<file path="src/aligner_pkg.sv">
// Aligner package
// Beat geometry and the packed structs shared by the byte-alignment engine

package aligner_pkg;

   // ************************************************************************
   // Beat geometry
   // ************************************************************************

   // Bytes per data beat
   localparam int unsigned BEAT_BYTES = 8;
   // Width of a byte offset within one beat
   localparam int unsigned OFFS_W = 3;
   // Alignment buffer holds two beats
   localparam int unsigned BUF_BYTES = 2 * BEAT_BYTES;

   typedef logic [8*BEAT_BYTES-1:0] beat_t;
   typedef logic [BEAT_BYTES-1:0] strb_t;
   typedef logic [OFFS_W-1:0] offs_t;

   // ************************************************************************
   // Shared structs
   // ************************************************************************

   // Length-independent part of a transfer descriptor
   typedef struct packed {
      offs_t pop_offs;
      offs_t push_offs;
   } trans_offs_t;

   // Alignment flags that steer the control sequence
   typedef struct packed {
      logic pop_greater;
      logic push_aligned;
      logic pop_aligned;
   } plan_flags_t;

   // Strobes of the first, last and single-beat pop
   typedef struct packed {
      strb_t first;
      strb_t last;
      strb_t single;
   } strb_set_t;

   // Buffer write and crossbar control
   typedef struct packed {
      logic push_data;
      logic push_half;
      logic pop_half;
   } buf_ctrl_t;

endpackage

</file>
<file path="src/align_buffer.sv">
// Alignment buffer
// Two-beat byte buffer written half by half, read through a rotating crossbar

`timescale 1ns/10ps

module align_buffer (
   input  logic                    clk_i,
   input  logic                    rst_ni,
   input  aligner_pkg::beat_t      push_dat_i,
   input  aligner_pkg::buf_ctrl_t  ctrl_i,
   input  aligner_pkg::offs_t      rot_offs_i,
   output aligner_pkg::beat_t      pop_dat_o
);

   // Byte index into the full buffer
   localparam int unsigned IDX_W = aligner_pkg::OFFS_W + 1;

   logic [aligner_pkg::BUF_BYTES-1:0][7:0]   buf_q;
   logic [aligner_pkg::BEAT_BYTES-1:0][IDX_W-1:0] sel;

   // ************************************************************************
   // Buffer halves
   // ************************************************************************

   // push_half picks lower or upper half, halves alternate beat by beat
   always_ff @(posedge clk_i or negedge rst_ni)
   begin
      if (!rst_ni)
      begin
         buf_q <= '0;
      end
      else if (ctrl_i.push_data)
      begin
         for (int b = 0; b < aligner_pkg::BEAT_BYTES; b++)
         begin
            buf_q[{ctrl_i.push_half, aligner_pkg::OFFS_W'(b)}] <= push_dat_i[8*b +: 8];
         end
      end
   end

   // ************************************************************************
   // Rotating crossbar
   // ************************************************************************

   // Odd pop half shifts the window by one beat, index wraps at 16
   for (genvar j = 0; j < aligner_pkg::BEAT_BYTES; j++)
   begin : g_lane
      assign sel[j] = IDX_W'(j)
                    + {1'b0, rot_offs_i}
                    + {ctrl_i.pop_half, {aligner_pkg::OFFS_W{1'b0}}};

      assign pop_dat_o[8*j +: 8] = buf_q[sel[j]];
   end

endmodule

</file>
<file path="src/align_fsm.sv">
// Aligner control FSM
// Sequences push and pop beats, tracks buffer halves and holds the stall strobe

`timescale 1ns/10ps

module align_fsm #(
   parameter int unsigned LEN_W = 15
) (
   input  logic                      clk_i,
   input  logic                      rst_ni,
   input  logic                      trans_req_i,
   input  aligner_pkg::plan_flags_t  flags_i,
   input  aligner_pkg::strb_set_t    strb_i,
   input  logic [LEN_W-1:0]          push_beats_nb_i,
   input  logic [LEN_W-1:0]          pop_beats_nb_i,
   input  logic                      data_push_req_i,
   input  logic                      data_pop_req_i,
   output logic                      trans_gnt_o,
   output logic                      take_o,
   output aligner_pkg::buf_ctrl_t    ctrl_o,
   output logic                      data_push_gnt_o,
   output logic                      data_pop_gnt_o,
   output aligner_pkg::strb_t        data_pop_strb_o
);

   typedef enum logic [3:0] {
      S_IDLE,
      S_FIRST,
      S_SECOND,
      S_THIRD,
      S_RUN,
      S_PUSH_STALL,
      S_POP_STALL,
      S_SSLAST,
      S_SLAST,
      S_LAST
   } state_e;

   state_e                state_q, state_d;
   logic [LEN_W-1:0]      push_cnt_q;
   logic                  push_half_q;
   logic                  pop_half_q;
   aligner_pkg::strb_t    stall_strb_q;
   logic                  push_data;
   logic                  pop_data;
   logic                  store_strb;
   logic [2:0]            flag_sel;
   logic                  last_push;

   // Tail state once the final push beat is taken together with a pop
   function automatic state_e tail_state(input logic [2:0] sel);
      state_e st;
      case (sel)
         3'b001, 3'b100, 3'b101, 3'b111: st = S_LAST;
         default: st = S_SLAST;
      endcase
      return st;
   endfunction

   assign flag_sel  = {flags_i.pop_greater, flags_i.push_aligned, flags_i.pop_aligned};
   // Counter equals the count of beats before this one
   assign last_push = (push_cnt_q == push_beats_nb_i);

   // ************************************************************************
   // Next state and grants
   // ************************************************************************

   always_comb
   begin
      trans_gnt_o     = 1'b0;
      take_o          = 1'b0;
      data_push_gnt_o = 1'b0;
      data_pop_gnt_o  = 1'b0;
      data_pop_strb_o = '0;
      push_data       = 1'b0;
      pop_data        = 1'b0;
      store_strb      = 1'b0;
      state_d         = state_q;

      case (state_q)
         S_IDLE:
         begin
            trans_gnt_o = 1'b1;
            if (trans_req_i)
            begin
               take_o  = 1'b1;
               state_d = S_FIRST;
            end
         end

         // Fill the buffer before the first pop
         S_FIRST:
         begin
            data_push_gnt_o = 1'b1;
            if (data_push_req_i)
            begin
               push_data = 1'b1;
               if (push_beats_nb_i == '0)
               begin
                  if (!flags_i.pop_aligned && (flags_i.pop_greater || flags_i.push_aligned))
                  begin
                     state_d = S_SLAST;
                  end
                  else
                  begin
                     state_d = S_LAST;
                  end
               end
               else
               begin
                  case (flag_sel)
                     3'b010, 3'b100, 3'b110, 3'b111: state_d = S_THIRD;
                     default: state_d = S_SECOND;
                  endcase
               end
            end
         end

         S_SECOND:
         begin
            data_push_gnt_o = 1'b1;
            if (data_push_req_i)
            begin
               push_data = 1'b1;
               if (push_beats_nb_i == LEN_W'(1))
               begin
                  case (flag_sel)
                     3'b000, 3'b011: state_d = S_SLAST;
                     3'b001, 3'b101: state_d = S_LAST;
                     default: state_d = S_SSLAST;
                  endcase
               end
               else
               begin
                  state_d = S_THIRD;
               end
            end
         end

         // Streaming, a push is granted only alongside a pop
         S_THIRD, S_RUN, S_POP_STALL:
         begin
            data_pop_gnt_o  = 1'b1;
            data_push_gnt_o = data_pop_req_i;
            store_strb      = 1'b1;
            if (state_q == S_THIRD)
            begin
               data_pop_strb_o = strb_i.first;
            end
            else if (state_q == S_RUN)
            begin
               data_pop_strb_o = '1;
            end
            else
            begin
               data_pop_strb_o = stall_strb_q;
            end

            if (!data_pop_req_i)
            begin
               state_d = S_POP_STALL;
            end
            else
            begin
               pop_data = 1'b1;
               if (data_push_req_i)
               begin
                  push_data = 1'b1;
                  state_d   = last_push ? tail_state(flag_sel) : S_RUN;
               end
               else
               begin
                  state_d = S_PUSH_STALL;
               end
            end
         end

         S_PUSH_STALL:
         begin
            data_push_gnt_o = 1'b1;
            data_pop_strb_o = stall_strb_q;
            if (data_push_req_i)
            begin
               push_data = 1'b1;
               state_d   = last_push ? tail_state(flag_sel) : S_RUN;
            end
         end

         // Drain states, the buffer already holds every push beat
         S_SSLAST:
         begin
            data_pop_gnt_o  = 1'b1;
            data_pop_strb_o = '1;
            if (data_pop_req_i)
            begin
               pop_data = 1'b1;
               state_d  = S_SLAST;
            end
         end

         S_SLAST:
         begin
            data_pop_gnt_o  = 1'b1;
            data_pop_strb_o = (pop_beats_nb_i == LEN_W'(1)) ? strb_i.first : '1;
            if (data_pop_req_i)
            begin
               pop_data = 1'b1;
               state_d  = S_LAST;
            end
         end

         S_LAST:
         begin
            data_pop_gnt_o  = 1'b1;
            data_pop_strb_o = (pop_beats_nb_i == '0) ? strb_i.single : strb_i.last;
            if (data_pop_req_i)
            begin
               pop_data = 1'b1;
               state_d  = S_IDLE;
            end
         end

         default:
         begin
            state_d = S_IDLE;
         end
      endcase
   end

   // ************************************************************************
   // State, counter and half toggles
   // ************************************************************************

   always_ff @(posedge clk_i or negedge rst_ni)
   begin
      if (!rst_ni)
      begin
         state_q      <= S_IDLE;
         push_cnt_q   <= '0;
         push_half_q  <= 1'b0;
         pop_half_q   <= 1'b0;
         stall_strb_q <= '0;
      end
      else
      begin
         state_q <= state_d;
         if (take_o)
         begin
            push_cnt_q  <= '0;
            push_half_q <= 1'b0;
            pop_half_q  <= 1'b0;
         end
         else
         begin
            if (push_data)
            begin
               push_cnt_q  <= push_cnt_q + LEN_W'(1);
               push_half_q <= ~push_half_q;
            end
            if (pop_data)
            begin
               pop_half_q <= ~pop_half_q;
            end
         end
         if (store_strb)
         begin
            stall_strb_q <= data_pop_strb_o;
         end
      end
   end

   // Pop offset above push offset reads one beat further back
   always_comb
   begin
      ctrl_o.push_data = push_data;
      ctrl_o.push_half = push_half_q;
      ctrl_o.pop_half  = pop_half_q ^ flags_i.pop_greater;
   end

endmodule

</file>
<file path="src/trans_aligner.sv">
// Byte-alignment engine top level
// Moves a byte stream from push beat offsets to pop beat offsets with strobes

`timescale 1ns/10ps

module trans_aligner #(
   parameter int unsigned LEN_W = 15
) (
   input  logic                      clk_i,
   input  logic                      rst_ni,

   input  logic                      trans_req_i,
   input  aligner_pkg::trans_offs_t  trans_offs_i,
   input  logic [LEN_W-1:0]          trans_len_i,
   output logic                      trans_gnt_o,

   input  aligner_pkg::beat_t        data_push_dat_i,
   input  logic                      data_push_req_i,
   output logic                      data_push_gnt_o,

   output aligner_pkg::beat_t        data_pop_dat_o,
   output aligner_pkg::strb_t        data_pop_strb_o,
   input  logic                      data_pop_req_i,
   output logic                      data_pop_gnt_o
);

   logic                       take;
   aligner_pkg::plan_flags_t   flags;
   aligner_pkg::strb_set_t     strb_set;
   logic [LEN_W-1:0]           push_beats_nb;
   logic [LEN_W-1:0]           pop_beats_nb;
   aligner_pkg::offs_t         rot_offs;
   aligner_pkg::buf_ctrl_t     buf_ctrl;

   trans_planner #(
      .LEN_W (LEN_W)
   ) i_planner (
      .clk_i           (clk_i),
      .rst_ni          (rst_ni),
      .take_i          (take),
      .trans_offs_i    (trans_offs_i),
      .trans_len_i     (trans_len_i),
      .flags_o         (flags),
      .strb_o          (strb_set),
      .push_beats_nb_o (push_beats_nb),
      .pop_beats_nb_o  (pop_beats_nb),
      .rot_offs_o      (rot_offs)
   );

   align_buffer i_buffer (
      .clk_i      (clk_i),
      .rst_ni     (rst_ni),
      .push_dat_i (data_push_dat_i),
      .ctrl_i     (buf_ctrl),
      .rot_offs_i (rot_offs),
      .pop_dat_o  (data_pop_dat_o)
   );

   align_fsm #(
      .LEN_W (LEN_W)
   ) i_fsm (
      .clk_i           (clk_i),
      .rst_ni          (rst_ni),
      .trans_req_i     (trans_req_i),
      .flags_i         (flags),
      .strb_i          (strb_set),
      .push_beats_nb_i (push_beats_nb),
      .pop_beats_nb_i  (pop_beats_nb),
      .data_push_req_i (data_push_req_i),
      .data_pop_req_i  (data_pop_req_i),
      .trans_gnt_o     (trans_gnt_o),
      .take_o          (take),
      .ctrl_o          (buf_ctrl),
      .data_push_gnt_o (data_push_gnt_o),
      .data_pop_gnt_o  (data_pop_gnt_o),
      .data_pop_strb_o (data_pop_strb_o)
   );

endmodule

</file>
<file path="src/trans_planner.sv">
// Transfer planner
// Holds the descriptor and derives beat counts, alignment flags,
// crossbar rotation and pop strobes

`timescale 1ns/10ps

module trans_planner #(
   parameter int unsigned LEN_W = 15
) (
   input  logic                      clk_i,
   input  logic                      rst_ni,
   input  logic                      take_i,
   input  aligner_pkg::trans_offs_t  trans_offs_i,
   input  logic [LEN_W-1:0]          trans_len_i,
   output aligner_pkg::plan_flags_t  flags_o,
   output aligner_pkg::strb_set_t    strb_o,
   output logic [LEN_W-1:0]          push_beats_nb_o,
   output logic [LEN_W-1:0]          pop_beats_nb_o,
   output aligner_pkg::offs_t        rot_offs_o
);

   localparam aligner_pkg::strb_t ALL_ONES = {aligner_pkg::BEAT_BYTES{1'b1}};

   aligner_pkg::trans_offs_t       offs_q;
   logic [LEN_W-1:0]               len_q;
   logic [LEN_W-1:0]               beats_nb;
   aligner_pkg::offs_t             len_rem;
   logic [aligner_pkg::OFFS_W:0]   push_end;
   logic [aligner_pkg::OFFS_W:0]   pop_end;
   aligner_pkg::offs_t             last_shift;
   aligner_pkg::offs_t             single_shift;
   aligner_pkg::strb_t             single_mask;

   // Descriptor registers, loaded when the FSM takes a request
   always_ff @(posedge clk_i or negedge rst_ni)
   begin
      if (!rst_ni)
      begin
         offs_q <= '0;
         len_q  <= '0;
      end
      else if (take_i)
      begin
         offs_q <= trans_offs_i;
         len_q  <= trans_len_i;
      end
   end

   // ************************************************************************
   // Beat counts and flags
   // ************************************************************************

   // Whole beats and the byte remainder of length
   assign beats_nb = len_q >> aligner_pkg::OFFS_W;
   assign len_rem  = len_q[aligner_pkg::OFFS_W-1:0];

   // Top bit set when offset plus remainder crosses into another beat
   assign push_end = {1'b0, offs_q.push_offs} + {1'b0, len_rem};
   assign pop_end  = {1'b0, offs_q.pop_offs} + {1'b0, len_rem};

   assign push_beats_nb_o = beats_nb + LEN_W'(push_end[aligner_pkg::OFFS_W]);
   assign pop_beats_nb_o  = beats_nb + LEN_W'(pop_end[aligner_pkg::OFFS_W]);

   always_comb
   begin
      flags_o.pop_greater  = offs_q.pop_offs > offs_q.push_offs;
      flags_o.push_aligned = ~push_end[aligner_pkg::OFFS_W];
      flags_o.pop_aligned  = ~pop_end[aligner_pkg::OFFS_W];
   end

   // Wraps modulo one beat, the FSM adds the half when pop offset is greater
   assign rot_offs_o = offs_q.push_offs - offs_q.pop_offs;

   // ************************************************************************
   // Pop strobes
   // ************************************************************************

   // Shift amounts wrap within one beat
   assign last_shift   = 3'd7 - len_rem - offs_q.pop_offs;
   assign single_shift = 3'd7 - len_rem;
   assign single_mask  = ALL_ONES >> single_shift;

   always_comb
   begin
      strb_o.first  = ALL_ONES << offs_q.pop_offs;
      strb_o.last   = ALL_ONES >> last_shift;
      strb_o.single = single_mask << offs_q.pop_offs;
   end

endmodule
</file>
<file path="config.mk">
export PLATFORM = sky130hd
export DESIGN_NAME = trans_aligner
export DESIGN_NICKNAME = d
export VERILOG_FILES = /design/src/aligner_pkg.sv /design/src/align_buffer.sv /design/src/align_fsm.sv /design/src/trans_aligner.sv /design/src/trans_planner.sv
export SDC_FILE = /design/constraint.sdc
export NUM_CORES = 1
export LEC_CHECK = 0
export BUFFER_PORTS_ARGS = -buffer_cell sky130_fd_sc_hd__buf_2
export CORE_MARGIN = 2
export CORE_UTILIZATION = 40
export CTS_CLUSTER_DIAMETER = 30
export DETAILED_ROUTE_END_ITERATION = 6
export PLACE_DENSITY = 0.55
export SYNTH_ARGS = -nofsm -noshare
export SYNTH_HDL_FRONTEND = slang
export SYNTH_SLANG_ARGS = --single-unit
</file>
<file path="constraint.sdc">
create_clock -name clk_i -period 6.5 [get_ports clk_i]
set_input_delay 1.3 -clock clk_i [delete_from_list [all_inputs] [get_ports clk_i]]
set_output_delay 1.3 -clock clk_i [all_outputs]
set_load 0.05 [all_outputs]
</file>
==> impl_metrics.json <==
{
  "post_synth_num_cell_types": 72,
  "ys_seq_area_share_pct": 32.49,
  "grt_first_pass_wirelength_microns": 59640,
  "port_buffers": 164,
  "die_area_sq_um": 35770,
  "dieWidth_microns": 189.1,
  "finalWorstSetupSlack_ns": 0.3502,
  "cap_violations": 0,
  "via_count_of_the_first_global_routing_pass": 10200,
  "root_buffer": "sky130_fd_sc_hd__clkbuf_16",
  "clk_pin_slew_ns": 0.07,
  "synth-seq-cells": 178,
  "fin_skew_ns": 0.01370,
  "fillers": 3092,
  "unrepaired_setup_endpoints_after_global_routing": "false",
  "timing.final.crit_share_pct": 94.61,
  "clock_insertion_delay_worst_skew_ns": 0.44,
  "initial_core_util_pct": 40.78,
  "final.min_clock_period_ns": 6.150,
  "layout-area-overhead-vs-synth_pct": 13.23,
  "detailed_route_drc_error_count": 0,
  "tritoncts_sink_count": 178,
  "via_count": 10190,
  "final-setup-viol-count": 0,
  "ff2ff_setup_slack_ns": 2.51,
  "top_level_ports": 165,
  "maximum_fanout_encountered_on_the_critical_timing_path": 29,
  "total_global_routing_track_utilization_pct": 21.59,
  "timing.critical_path.buf_inv": 4,
  "drt_iter0_drc": 716,
  "worst_slew_margin_rel_pct": 16.33,
  "critical-path-slowest-cell": "sky130_fd_sc_hd__fa_4",
  "groute.layer.met3.usage_pct": 4.282,
  "area_of_the_multi_input_gates_sq_um": 8841,
  "gp_congestion": 0.8797,
  "design.core.area_sq_um": 33620,
  "synthesis.area_per_instance_sq_um": 12.61,
  "worst-setup-path-type": "reg2out",
  "final.setup.tns_ns": 0,
  "drt_pass1_iterations": 5,
  "vias_per_cell": 6.118,
  "area_of_all_sequential_standard_cells_sq_um": 4456,
  "chipHeight_microns": 189.1,
  "min-delay-path-class": "reg2reg",
  "ctsLongestPathBuffers": 2,
  "timing.critical_path.cells": "ha_4 -> inv_1 -> fa_4 -> inv_1 -> ha_4 -> buf_4 -> mux4_2 -> nor2b_1 -> a211oi_1 -> a21oi_1 -> buf_2",
  "synth_cells": 1087,
  "drive_gt1_share_pct": 46.17,
  "numCtsBuffers": 17,
  "syn_area_sq_um": 13710,
  "routed_wl_microns": 37800,
  "final-hold-violation-count": 0,
  "utilization_pct": 46.18,
  "yosys_most_used_dff": "sky130_fd_sc_hd__dfrtp_1",
  "grt_antenna_before_repair": 4,
  "actual_slew_at_the_worst_max_slew_pin_ns": 1.251,
  "async_reset_ff_share_pct": 100.0,
  "h-tree-depth": 4,
  "detailed_place_hpwl_microns": 28360,
  "cts_tree": "done",
  "crit_arrival_ns": 4.85,
  "synth_edf_count": 0,
  "ys.warnings.count": 0,
  "final_antenna_net_count": 0,
  "grt_most_used_layer": "met2",
  "wire_per_inst_microns": 22.71,
  "worstPathRequired_ns": 5.20,
  "fmax_mhz": 162.6,
  "critPathMaxStageDelay_ns": 1.01,
  "outcome": "completed",
  "cp-start-kind": "flip-flop",
  "num-nets-final": 1315,
  "placementRows": 67,
  "timing.final.max_slew_violations": 0,
  "post_cts_setup_buffer_count": 0,
  "globalRouteMet1Util_pct": 27.52,
  "post-place-ws_ns": 0.6192,
  "critPathCaptureType": "primary output",
  "grt_max_degree": 93,
  "globalRoute.totalOverflow": 0,
  "globalRouteMet2Util_pct": 36.67,
  "path_delay_family": "adder cells",
  "synth_nets": 1202
}
==> registers in the layout, indices dropped and copies added, names as in the netlist <==
register	cells
i_buffer.buf_q	128
i_fsm.push_half_q	1
i_fsm.state_q	4
i_planner.len_q	15
i_fsm.pop_half_q	1
i_fsm.stall_strb_q	8
i_planner.offs_q	6
i_fsm.push_cnt_q	15
==> final cells by class <==
cell class,count,share of cell area (%)
Multi-Input combinational cell,800,56.95
Sequential cell,178,28.70
Timing Repair Buffer,185,6.424
Tap cell,448,3.611
Clock buffer,18,2.829
Clock inverter,14,0.9833
Inverter,18,0.4352
Antenna cell,4,0.06448
==> through the flow <==
| step | hold WS [ns] | cells | area [sq um] |
|---|---|---|---|
| 6_report | 0.5032 | 1665 | 15520 |
| 4_1_cts | 0.4998 | 1661 | 15510 |
| 5_1_grt | 0.5224 | 1663 | 15520 |
| 3_5_place_dp | 0.4722 | 1629 | 14920 |
| 2_1_floorplan | 0.4338 | 1087 | 13710 |
| 3_3_place_gp | 0.4807 | 1629 | 14920 |
==> cell families after synthesis <==
group | share of synthesized area (%)
and+or+nand+nor | 7.986
buffers and inverters | 3.486
muxes | 42.58
adders and majority gates | 2.464
AOI/OAI and AO/OA | 8.022
xor gates and xnor gates | 2.975
DFF | 32.49
==> per-layer routing <==
layer,part of all wire (%),up-vias
met3,6.3,46
met5,0,-
li1,-,4503
met2,51,378
met4,2.7,0
met1,40,5259
==> cells in the mapped netlist (all sizes together) (3+ instances only) <==
master	count	share of area, %
a221o	4	0.29
nand2b	3	0.14
buf	48	1.8
nor3	12	0.44
nor2	53	1.6
a2111oi	5	0.59
nand2	47	1.3
ha	23	2.1
mux2i	33	2.4
a21boi	3	0.16
o22a	7	0.45
xnor2	26	1.7
or3	11	0.50
o21ai	53	1.9
and3	9	0.45
a21oi	50	1.9
clkbuf	43	1.2
mux4	168	28
o31ai	3	0.16
mux2	153	13
a21o	4	0.22
dfrtp	178	32
a211oi	12	0.66
and2	11	0.50
inv	18	0.49
o211ai	4	0.22
xor2	17	1.1
nand4	13	0.86
nor2b	13	0.59
nand3	15	0.55
nor4	9	0.41
==> worst paths after layout <==
kind | from | end | depth (start not counted)
max in group asynchronous | rst_ni | i_planner.offs_q[4]$_DFFE_PN0P_ | 2
worst max-delay path | i_planner.offs_q[3]$_DFFE_PN0P_ | data_pop_dat_o[15] | 11
worst min-delay path | i_fsm.stall_strb_q[3]$_DFFE_PN0N_ | i_fsm.stall_strb_q[3]$_DFFE_PN0N_ | 1
min in group asynchronous | rst_ni | i_buffer.buf_q[45]$_DFFE_PN0P_ | 1
worst max register to register | i_fsm.state_q[2]$_DFFE_PN0P_ | i_buffer.buf_q[93]$_DFFE_PN0P_ | 7
worst min register to register | i_fsm.stall_strb_q[3]$_DFFE_PN0N_ | i_fsm.stall_strb_q[3]$_DFFE_PN0N_ | 1
==> layout by cell type (no fill, tap or decap), types with 17 or more instances in the layout <==
| cell type | synthesis | layout |
|---|---|---|
| sky130_fd_sc_hd__mux2_2 | 153 | 153 |
| sky130_fd_sc_hd__nand2_1 | 47 | 47 |
| sky130_fd_sc_hd__o21ai_0 | 52 | 52 |
| sky130_fd_sc_hd__mux4_2 | 168 | 168 |
| sky130_fd_sc_hd__mux2i_1 | 33 | 33 |
| sky130_fd_sc_hd__buf_2 | 30 | 163 |
| sky130_fd_sc_hd__inv_1 | 18 | 18 |
| sky130_fd_sc_hd__nor2_1 | 52 | 52 |
| sky130_fd_sc_hd__buf_4 | 6 | 20 |
| sky130_fd_sc_hd__xnor2_1 | 26 | 23 |
| sky130_fd_sc_hd__clkbuf_16 | 0 | 17 |
| sky130_fd_sc_hd__ha_1 | 23 | 21 |
| sky130_fd_sc_hd__a21oi_1 | 49 | 49 |
| sky130_fd_sc_hd__dfrtp_1 | 178 | 177 |
==> timing repair <==
| item | 4_1_cts | 5_1_grt |
|---|---|---|
| endpoints found under the hold margin | 0 | 0 |
| hold buffers | 0 | 0 |
| resized for setup | 0 | 1 |
| setup endpoints to repair | 0 | 13 |
Power is not shown: default switching activity piles up to over one toggle a cycle in this logic, so the estimate is an artifact.
